<file path="src/rtl/wb_pkg.sv">
// writeback stage shared definitions
// word and segment types, flag bit positions in the flags register,
// pop restore masks and the flags value after reset

package wb_pkg;

	//------------------------------------------------------------
	// types
	//------------------------------------------------------------

	// data word for results, flags, eip and counts
	typedef logic [31:0] word_t;

	// segment selector
	typedef logic [15:0] seg_t;

	// affected mask with bits 6 down to 0 for of df sf zf af pf cf
	typedef logic [6:0] flags_affected_t;

	//------------------------------------------------------------
	// flag positions in the flags word
	//------------------------------------------------------------

	localparam int unsigned flag_cf = 0;
	localparam int unsigned flag_pf = 2;
	localparam int unsigned flag_af = 4;
	localparam int unsigned flag_zf = 6;
	localparam int unsigned flag_sf = 7;
	localparam int unsigned flag_df = 10;
	localparam int unsigned flag_of = 11;

	//------------------------------------------------------------
	// pop restore and reset values
	//------------------------------------------------------------

	// bits a popped word may write
	localparam word_t flags_pop_mask = 32'h00257FD5;
	// bits kept from the old flags on a pop
	localparam word_t flags_keep_mask = 32'h00A10000;
	// reserved bit 1 reads as one
	localparam word_t flags_reset = 32'h00000002;

endpackage

</file>
<file path="src/rtl/wb_result_if.sv">
// writeback operand bundle
// carries the selected data word, final eip and cs and the
// second cmps micro-op level from operand select to commit control

`timescale 1ns/1ps

interface wb_result_if;
	import wb_pkg::*;

	// data to write
	word_t data1;
	// next instruction pointer and code segment
	word_t final_eip;
	seg_t final_cs;
	// high on the second cmps micro-op
	logic cmps_second;

	// driven by the operand selector
	modport src (output data1, output final_eip, output final_cs, output cmps_second);
	// read by the commit controller
	modport dst (input data1, input final_eip, input final_cs, input cmps_second);

endinterface

</file>
<file path="src/rtl/wb_flags_unit.sv">
// writeback flags unit
// holds the architectural flags register and computes the flags
// after the current micro-op, either as an affected-mask merge of
// the alu flags or as a masked restore from a popped word

`timescale 1ns/1ps

module wb_flags_unit (
	input logic CLK,
	input logic rst_n,
	input logic ld_flags_v,
	input logic pop_flags,
	input wb_pkg::flags_affected_t flags_affected,
	input wb_pkg::word_t alu_flags,
	input wb_pkg::word_t result_a,
	output wb_pkg::word_t cur_flags
);
	import wb_pkg::*;

	// stored flags from earlier micro-ops
	word_t prev_flags;
	// affected mask spread out to flag positions
	word_t affected_bits;
	word_t merged_flags;
	word_t popped_flags;

	//------------------------------------------------------------
	// next flags value
	//------------------------------------------------------------

	always_comb
	begin
		affected_bits = '0;
		affected_bits[flag_of] = flags_affected[6];
		affected_bits[flag_df] = flags_affected[5];
		affected_bits[flag_sf] = flags_affected[4];
		affected_bits[flag_zf] = flags_affected[3];
		affected_bits[flag_af] = flags_affected[2];
		affected_bits[flag_pf] = flags_affected[1];
		affected_bits[flag_cf] = flags_affected[0];
	end

	// affected bits from the alu, rest from the old flags
	assign merged_flags = (prev_flags & ~affected_bits) | (alu_flags & affected_bits);

	// popf path takes only writable bits from the stack word
	assign popped_flags = (result_a & flags_pop_mask) | (prev_flags & flags_keep_mask);

	assign cur_flags = pop_flags ? popped_flags : merged_flags;

	//------------------------------------------------------------
	// flags register
	//------------------------------------------------------------

	// enable already carries the valid bit
	always_ff @(posedge CLK)
	begin
		if (!rst_n)
			prev_flags <= flags_reset;
		else if (ld_flags_v)
			prev_flags <= cur_flags;
	end

endmodule

</file>
<file path="src/rtl/wb_operand_select.sv">
// writeback operand selector
// keeps the first cmps pointer and the temporary eip and cs saved
// for far transfers, and picks the data word, final eip and final
// cs that go on to commit control

`timescale 1ns/1ps

module wb_operand_select (
	input logic CLK,
	input logic rst_n,
	input logic cmps_first,
	input logic cmps_second,
	input logic push_flags,
	input logic save_neip,
	input logic save_ncs,
	input logic use_temp_neip,
	input logic use_temp_ncs,
	input wb_pkg::word_t result_a,
	input wb_pkg::word_t neip,
	input wb_pkg::seg_t ncs,
	input wb_pkg::word_t cur_flags,
	wb_result_if.src res
);
	import wb_pkg::*;

	// pointer from the first cmps micro-op
	word_t cmps_ptr;
	// saved eip and cs for far transfers
	word_t temp_eip;
	seg_t temp_cs;

	//------------------------------------------------------------
	// temporary registers
	//------------------------------------------------------------

	// these load without the valid bit
	always_ff @(posedge CLK)
	begin
		if (!rst_n)
		begin
			cmps_ptr <= '0;
			temp_eip <= '0;
			temp_cs <= '0;
		end
		else
		begin
			if (cmps_first)
				cmps_ptr <= result_a;
			if (save_neip)
				temp_eip <= neip;
			if (save_ncs)
				temp_cs <= ncs;
		end
	end

	//------------------------------------------------------------
	// selection
	//------------------------------------------------------------

	// second cmps uop wins over a flags push
	assign res.data1 = cmps_second ? cmps_ptr : (push_flags ? cur_flags : result_a);

	assign res.final_eip = use_temp_neip ? temp_eip : neip;
	assign res.final_cs = use_temp_ncs ? temp_cs : ncs;

	// commit control needs it for repne
	assign res.cmps_second = cmps_second;

endmodule

</file>
<file path="src/rtl/wb_commit_control.sv">
// writeback commit controller
// resolves conditional eip and gpr2 loads from the current flags,
// detects repne cmps termination and halt, gates every write enable
// with the valid bit and drives the write data, eip and cs

`timescale 1ns/1ps

module wb_commit_control (
	input logic valid,
	wb_result_if.dst res,
	input wb_pkg::word_t cur_flags,
	input wb_pkg::word_t result_c,
	input logic is_jne,
	input logic is_jnbe,
	input logic is_cmovc,
	input logic is_halt,
	input logic repne,
	input logic ld_eip,
	input logic ld_gpr1,
	input logic ld_gpr2,
	input logic ld_gpr3,
	input logic ld_seg,
	input logic ld_mm,
	input logic dcache_write,
	input logic ld_flags,
	input logic ld_cs,
	output logic ld_flags_v,
	output logic v_ld_gpr1,
	output logic v_ld_gpr2,
	output logic v_ld_gpr3,
	output logic v_ld_seg,
	output logic v_ld_mm,
	output logic v_dcache_write,
	output logic v_ld_flags_out,
	output logic v_ld_eip,
	output logic v_ld_cs,
	output logic halt,
	output logic repne_done,
	output wb_pkg::word_t wr_data,
	output wb_pkg::word_t wr_eip,
	output wb_pkg::seg_t wr_cs
);
	import wb_pkg::*;

	logic cf;
	logic zf;
	logic cond_ld_eip;
	logic cond_ld_gpr2;
	logic repne_second;
	logic count_zero;

	// flags after this uop rather than the stored ones
	assign cf = cur_flags[flag_cf];
	assign zf = cur_flags[flag_zf];

	//------------------------------------------------------------
	// conditional loads
	//------------------------------------------------------------

	// jnbe takes eip when above, jne when not equal
	assign cond_ld_eip = is_jnbe ? (~cf & ~zf) : (is_jne ? ~zf : ld_eip);

	// cmovc moves only on carry
	assign cond_ld_gpr2 = is_cmovc ? cf : ld_gpr2;

	//------------------------------------------------------------
	// repne cmps end and halt
	//------------------------------------------------------------

	assign repne_second = repne & res.cmps_second;
	assign count_zero = (result_c == '0);

	// stop on a match or when ecx runs out
	assign repne_done = valid & repne_second & (zf | count_zero);
	assign halt = valid & is_halt;

	//------------------------------------------------------------
	// valid gating
	//------------------------------------------------------------

	assign ld_flags_v = valid & ld_flags;
	assign v_ld_flags_out = valid & ld_flags;
	assign v_ld_gpr1 = valid & ld_gpr1;
	assign v_ld_gpr2 = valid & cond_ld_gpr2;
	assign v_ld_gpr3 = valid & ld_gpr3;
	assign v_ld_seg = valid & ld_seg;
	assign v_ld_mm = valid & ld_mm;
	assign v_dcache_write = valid & dcache_write;
	assign v_ld_cs = valid & ld_cs;

	// repne loop exits by loading the next eip
	assign v_ld_eip = repne_second ? repne_done : (valid & cond_ld_eip);

	// write data straight from the selector
	assign wr_data = res.data1;
	assign wr_eip = res.final_eip;
	assign wr_cs = res.final_cs;

endmodule

</file>
<file path="src/rtl/wb_stage.sv">
// writeback stage top level
// flags unit and operand selector work side by side, commit control
// combines their outputs into the final write enables and data

`timescale 1ns/1ps

module wb_stage (
	input logic CLK,
	input logic rst_n,
	input logic valid,
	input logic cmps_first,
	input logic cmps_second,
	input logic push_flags,
	input logic pop_flags,
	input logic save_neip,
	input logic save_ncs,
	input logic use_temp_neip,
	input logic use_temp_ncs,
	input wb_pkg::flags_affected_t flags_affected,
	input wb_pkg::word_t alu_flags,
	input wb_pkg::word_t result_a,
	input wb_pkg::word_t result_c,
	input wb_pkg::word_t neip,
	input wb_pkg::seg_t ncs,
	input logic is_jne,
	input logic is_jnbe,
	input logic is_cmovc,
	input logic is_halt,
	input logic repne,
	input logic ld_eip,
	input logic ld_gpr1,
	input logic ld_gpr2,
	input logic ld_gpr3,
	input logic ld_seg,
	input logic ld_mm,
	input logic dcache_write,
	input logic ld_flags,
	input logic ld_cs,
	output logic v_ld_gpr1,
	output logic v_ld_gpr2,
	output logic v_ld_gpr3,
	output logic v_ld_seg,
	output logic v_ld_mm,
	output logic v_dcache_write,
	output logic v_ld_flags_out,
	output logic v_ld_eip,
	output logic v_ld_cs,
	output logic halt,
	output logic repne_done,
	output wb_pkg::word_t wr_data,
	output wb_pkg::word_t wr_eip,
	output wb_pkg::seg_t wr_cs,
	output wb_pkg::word_t flags
);

	// flags register enable fed back from commit control
	logic ld_flags_v;

	// selected operands
	wb_result_if u_res ();

	//------------------------------------------------------------
	// flags and operands
	//------------------------------------------------------------

	// flags output is the combinational next value
	wb_flags_unit u_flags (
		.CLK(CLK),
		.rst_n(rst_n),
		.ld_flags_v(ld_flags_v),
		.pop_flags(pop_flags),
		.flags_affected(flags_affected),
		.alu_flags(alu_flags),
		.result_a(result_a),
		.cur_flags(flags)
	);

	wb_operand_select u_opsel (
		.CLK(CLK),
		.rst_n(rst_n),
		.cmps_first(cmps_first),
		.cmps_second(cmps_second),
		.push_flags(push_flags),
		.save_neip(save_neip),
		.save_ncs(save_ncs),
		.use_temp_neip(use_temp_neip),
		.use_temp_ncs(use_temp_ncs),
		.result_a(result_a),
		.neip(neip),
		.ncs(ncs),
		.cur_flags(flags),
		.res(u_res.src)
	);

	//------------------------------------------------------------
	// commit
	//------------------------------------------------------------

	wb_commit_control u_commit (
		.valid(valid),
		.res(u_res.dst),
		.cur_flags(flags),
		.result_c(result_c),
		.is_jne(is_jne),
		.is_jnbe(is_jnbe),
		.is_cmovc(is_cmovc),
		.is_halt(is_halt),
		.repne(repne),
		.ld_eip(ld_eip),
		.ld_gpr1(ld_gpr1),
		.ld_gpr2(ld_gpr2),
		.ld_gpr3(ld_gpr3),
		.ld_seg(ld_seg),
		.ld_mm(ld_mm),
		.dcache_write(dcache_write),
		.ld_flags(ld_flags),
		.ld_cs(ld_cs),
		.ld_flags_v(ld_flags_v),
		.v_ld_gpr1(v_ld_gpr1),
		.v_ld_gpr2(v_ld_gpr2),
		.v_ld_gpr3(v_ld_gpr3),
		.v_ld_seg(v_ld_seg),
		.v_ld_mm(v_ld_mm),
		.v_dcache_write(v_dcache_write),
		.v_ld_flags_out(v_ld_flags_out),
		.v_ld_eip(v_ld_eip),
		.v_ld_cs(v_ld_cs),
		.halt(halt),
		.repne_done(repne_done),
		.wr_data(wr_data),
		.wr_eip(wr_eip),
		.wr_cs(wr_cs)
	);

endmodule

</file>
<file path="config.mk">
export PLATFORM = sky130hd
export DESIGN_NAME = wb_stage
export DESIGN_NICKNAME = d
export VERILOG_FILES = /design/src/rtl/wb_pkg.sv /design/src/rtl/wb_result_if.sv /design/src/rtl/wb_flags_unit.sv /design/src/rtl/wb_operand_select.sv /design/src/rtl/wb_commit_control.sv /design/src/rtl/wb_stage.sv
export SDC_FILE = /design/constraint.sdc
export NUM_CORES = 1
export LEC_CHECK = 0
export CAP_MARGIN = 20
export CORE_AREA = 2 2 115 117
export DETAILED_ROUTE_END_ITERATION = 16
export DIE_AREA = 0 0 117 119
export DONT_BUFFER_PORTS = 1
export PLACE_DENSITY_LB_ADDON = 0.1
export SLEW_MARGIN = 20
export SYNTH_ARGS = -nofsm -noshare
export SYNTH_HDL_FRONTEND = slang
export SYNTH_HIERARCHICAL = 1
export SYNTH_SLANG_ARGS = --single-unit
</file>
<file path="constraint.sdc">
create_clock -name CLK -period 1.6 [get_ports CLK]
set_input_delay 0.32 -clock CLK [delete_from_list [all_inputs] [get_ports CLK]]
set_output_delay 0.32 -clock CLK [all_outputs]
set_load 0.02 [all_outputs]
</file>
* Yosys cells after proc, flatten, opt, wreduce, memory -nomap -nowiden
Index checks and enable logic that the tools add are counted.
** Cells by class
- Multiplexer cells :: 9
- Bitwise operators :: 22
- Reductions and logical operators :: 1
** Operator list (number)
- $mux 32 :: 4
- $and 32x12->32 :: 1
- $and 32x32->32 :: 1
- $logic_not 32->1 :: 1
- $not 12->32 :: 1
- $or 32x32->32 :: 1
- $or 22x24->24 :: 1
- $mux 16 :: 1
- $and 1x1->1 :: 14
- $mux 1 :: 4
- $not 1->1 :: 2
- $or 1x1->1 :: 1
** Storage, ports and cells
- Register bits after elaboration :: 112

* Longest topological paths before layout
- Depth after elaboration :: 9
- Mapped depth :: 7
- Depth with buffers taken out :: 7

* Modules after synthesis
Netlist, hierarchy kept.
** By module, submodules not included
- wb_operand_select :: times used 1, cells an instance 420, area each 4571.9 µm², seq. area each 1601.5 µm²
- wb_flags_unit :: times used 1, cells an instance 159, area each 1462.7 µm², seq. area each 620.6 µm²
- wb_commit_control :: times used 1, cells an instance 111, area each 805.8 µm², seq. area each 0.0 µm²

* Worst setup path after synthesis
No wires, ideal clock.
- Path kind :: input to output
- From :: input pop_flags
- To :: output v_ld_eip
- Arrival time :: 1.465 ns
- Data required time :: 1.280 ns
- Setup slack :: -0.185 ns
- Cell stages on the path :: 7
- Path buffers :: 2
- Cell sequence :: buf_4 > buf_6 > mux2_4 > inv_1 > mux2i_1 > o211ai_1 > o211a_1
** On the way
- Longest elaborated chain between the ends :: 6
- Elaborated cells on any way between the ends :: 10
- Classes of those cells :: mux (4); bitwise (6)
** RTL lines
- start, declared :: RTL line wb_stage.sv:14 : input logic pop_flags,
- $mux 32 :: RTL line wb_flags_unit.sv:49 : assign cur_flags = pop_flags ? popped_flags : merged_flags;
- named net flags[0] :: RTL line wb_stage.sv:53 : output wb_pkg::word_t flags
- $not 1->1 :: RTL line wb_commit_control.sv:61 : assign cond_ld_eip = is_jnbe ? (~cf & ~zf) : (is_jne ? ~zf : ld_eip);
- $and 1x1->1 :: RTL line wb_commit_control.sv:61
- $mux 1 :: RTL line wb_commit_control.sv:61
- $and 1x1->1 :: RTL line wb_commit_control.sv:92 : assign v_ld_eip = repne_second ? repne_done : (valid & cond_ld_eip);
- $mux 1 :: RTL line wb_commit_control.sv:92
- end, declared :: RTL line wb_stage.sv:46 : output logic v_ld_eip,
The timed path passes the listed nets, and every way through them passes these cells.

* Final worst setup path
- From :: register u_flags.prev_flags[0]
- To :: output v_ld_eip
** On the way
- Longest elaborated chain between the ends :: 8
** RTL lines
- start, declared :: RTL line wb_flags_unit.sv:21 : word_t prev_flags;
- start signal, assigned :: RTL line wb_flags_unit.sv:59 : prev_flags <= flags_reset;
- start signal, assigned :: RTL line wb_flags_unit.sv:61 : prev_flags <= cur_flags;
- $and 32x32->32 :: RTL line wb_flags_unit.sv:44 : assign merged_flags = (prev_flags & ~affected_bits) | (alu_flags & affected_bits);
- $or 32x32->32 :: RTL line wb_flags_unit.sv:44
- $mux 32 :: RTL line wb_flags_unit.sv:49
- $not 1->1 :: RTL line wb_commit_control.sv:61
- $and 1x1->1 :: RTL line wb_commit_control.sv:61
- $mux 1 :: RTL line wb_commit_control.sv:61
- $and 1x1->1 :: RTL line wb_commit_control.sv:92
- $mux 1 :: RTL line wb_commit_control.sv:92
No other way between the ends.

==> results.md <==
* Die ar. at roughly 14000 um^2
* Total Routed Length at around 15 mm
* RSZ-0062 raised after global routing: yes
* Final ANT Viol Nets at 0
* Overall Global Routing Usage at roughly 20%
* Hold Slack at around 0.074 ns
* Final Max Tran Viols at 0
* Largest family of logic cells by synthesized area: multiplexers
* First-pass GRT wire length at roughly 22 mm
* Final core occ at ~54%
* Share of layout cells above drive strength 1 at between 20% and 30%
* Syn Area/Cell at 9.91 um^2
* R2r setup slk at ~0.70 ns
* WL/cell at roughly 18 um
* Worst setup startpoint: u_flags/prev_flags[0]
* Final cycle utilization of the critical path at 123%
* Top delay family on crit path: compound AO/OA/AOI/OAI gates
* Fin crit period at between 1.5 and 2 ns
* Synth top area share at approximately 32%
* Failing checks: setup timing
* Total negative setup slack at -2.20 ns
* Setup violators final at 18
* Top cell by count, worst path: nor2_1
* Die Y at 119 um
* Design area at between 6000 and 7000 um^2
* Fin nets at approximately 810
* Worst hold path depth at 1
* Largest fanout on the critical path at 3
* Delay of the slowest critical-path stage at roughly 0.32 ns
* Cts bufs inserted at 9
* Worst path slowest cell: dfxtp_2
* FF-to-FF End: u_flags/prev_flags[0]
* Area Overhead vs Synth at 1.77%
* Largest area contributor in the netlist: dfxtp_1
* Critical Path RT at ~1.3 ns
* Critical path endpoint: v_ld_eip
* Vias in the first global route at roughly 4.3k
* Vias per Instance at between 5 and 6
* Placed cell count at 794
* TritonCTS clock tree: done
* Bufs and invs on worst path at 1
* Clock-pin slew on the worst setup and hold paths at roughly 0.07 ns
* Port buffer count at 0
* Placed Instance Area at 6470 um^2
* Pwr Density at around 920 nW/um^2
* CTS H-tree depth at 3
* Critical Path, Cell by Cell: nor2_1 > nor2_1 > mux2_4 > inv_2 > mux2i_1 > o211ai_1 > o211a_1
* Die X at between 100 and 150 um
* Synth Register Bits at 111
* DRT Pass-1 Iters at 5
* WS Path Type: reg -> out
* Mux cell area share after synthesis at between 20 and 30%
* Clock Skew at 0 ns
* Final Non-Filler Cells at between 800 and 900
* Longest Clk Path Bufs at 2
* Reg-to-Reg Start: u_flags/prev_flags[0]
* # IOs at about 300
* Area contributors post-synth: dfxtp_1 (32%), mux2i_1 (17%), mux2_4 (9.7%), nor2b_1 (9.6%), buf_4 (9.5%)
* Grt ovf at 0
* Status: complete, but fails checks
* Crit path depth at 7
* Hold wc startpoint: rst_n
* Post-synthesis compound-gate area fraction at under 10%
* Root Buffer: clkbuf_16
* Diodes inserted at 0
* Largest net degree at the start of global routing at roughly 110
* Cell variety after synth at 31
* Setup crit end kind: output pin
* Tightest Hold Check Type: in -> reg
* Starting DRT DRC Count at 240
* # hold bufs at CTS at 0
* Skew-Pair Late Insertion Delay at 0.34 ns
* Leak at roughly 3.1 nW
* Ys Warns at 6
* Maxcap violations at 0
* Hold Vio Cnt, Final at 0
* Cells after Synth at 690
* Syn nets at between 800 and 900
* Initial antenna violation count at 0
* VDD IR max at just over 0.6 mV
* F_max at 508 MHz
* Core Rows at 42
* Starting Density at between 50 and 60%
* Final WS setup at -0.368 ns
* Cells on worst reg2reg path at 3
* XOR/XNOR Fraction of Synth Area at 0%
* Setup WS pre-CTS at -0.122 ns
* Sequential area share after synthesis at 32.5%
* Simple-Gate Fraction of Synth Area at around 16%
* Startpoint Class: flip-flop
* Gp weighted congestion at roughly 0.85
* CORE AREA at roughly 13000 um^2
* CP Data Arrival Time at about 1.7 ns
* Sink Count at between 100 and 150
* Mapped Area at between 6000 and 7000 um^2
* Drc violations at 0
* Synthesized-area fraction occupied by adder cells at 0%
* Vias at between 4k and 5k
* HPWL Detailed at roughly 10 mm
* Tot Pwr at around 6.4 mW
-- flip-flops by register name (all words and copies together) (netlist names) --
| register | count |
|---|---|
| u_flags/prev_flags | 31 |
| u_opsel/cmps_ptr | 32 |
| u_opsel/temp_cs | 16 |
| u_opsel/temp_eip | 32 |
-- timing repair --
item,in CTS,in global routing
pin swaps,13,5
gates resized for setup,20,23
setup endpoints to repair,18,32
setup buffers,5,1
-- cell usage in the layout, fill, tap and decap left out, types with 3 or more instances in the layout --
cell type  Yosys  routed
clkbuf_8       0       3
and2_1         9       9
o211a_1        3       3
nor2b_4        0       7
buf_6          8       3
o21ai_1       28      28
nor2b_1      105      89
mux2_2        17      10
nor4_1         7       7
buf_4         87      63
nor2_1        15      13
a211oi_1       7       7
and3_1        15      15
nor2b_2        0       9
nand2_1       49      49
dfxtp_2        0      12
dfxtp_1      111      99
o32ai_1        7       7
a21boi_1       6       6
clkbuf_16      0       9
mux2i_1      114     112
mux2_4        44      51
o21ai_2        2       3
o21ai_0        9       8
-- report_power, final --
group          internal, mW  leakage [nW]  switching [mW]  total (mW)
combinational         0.581          2.05           0.543        1.12
clock                  1.35         0.149           0.976        2.32
sequential             2.90         0.917          0.0693        2.97
total                  4.83          3.11            1.59        6.42
-- final cells by class --
type / count / area (um^2)
multi-input cells: 446 / 3680
well taps: 176 / 220
inverters: 1 / 3.75
flip-flops and latches: 111 / 2240
repair buffers: 66 / 507
fillers: 1211 / 5910
clock buffers: 14 / 274
clock inverters: 2 / 37.5
-- worst reg2reg max path: stages, from the launching register on --
cell and delay [ns]:
dfxtp_2 0.32, buf_4 0.12, o32ai_1 0.26, a211oi_1 0.08
-- metal layers --
metal  global-route usage [%]  up-vias  part of all wire (%)
met5                        0        -                     0
met2                     31.0      169                    47
met4                     5.88        0                  0.96
met3                     5.90       11                   8.0
met1                     26.0     2172                    44
li1                         -     2147                     -
-- cells by family after synthesis --
group	Yosys count
compound gates	66
buf+inv	133
flops	111
mux	175
other cells	1
simple gates	204
-- Yosys cell counts --
library cell    n
mux2i_1       114
dfxtp_1       111
nor2b_1       105
buf_4          87
nand2_1        49
mux2_4         44
o21ai_1        28
mux2_2         17
and3_1         15
nor2_1         15
clkbuf_1       14
buf_8          10
and2_1          9
buf_2           9
o21ai_0         9
buf_6           8
a211oi_1        7
nor4_1          7
o32ai_1         7
a21boi_1        6
buf_12          4
o211a_1         3
a21o_1          2
nand4_1         2
o21ai_2         2
and4_1          1
conb_1          1
inv_1           1
nor4_2          1
o211ai_1        1
o21bai_1        1
-- worst min path at each step --
stage,end
2_1_floorplan,u_flags/prev_flags[1]
3_3_place_gp,u_flags/prev_flags[1]
3_5_place_dp,u_flags/prev_flags[1]
4_1_cts,u_flags/prev_flags[1]
5_1_grt,u_flags/prev_flags[1]
6_report,u_flags/prev_flags[1]
(Power assumes the default switching activity.)
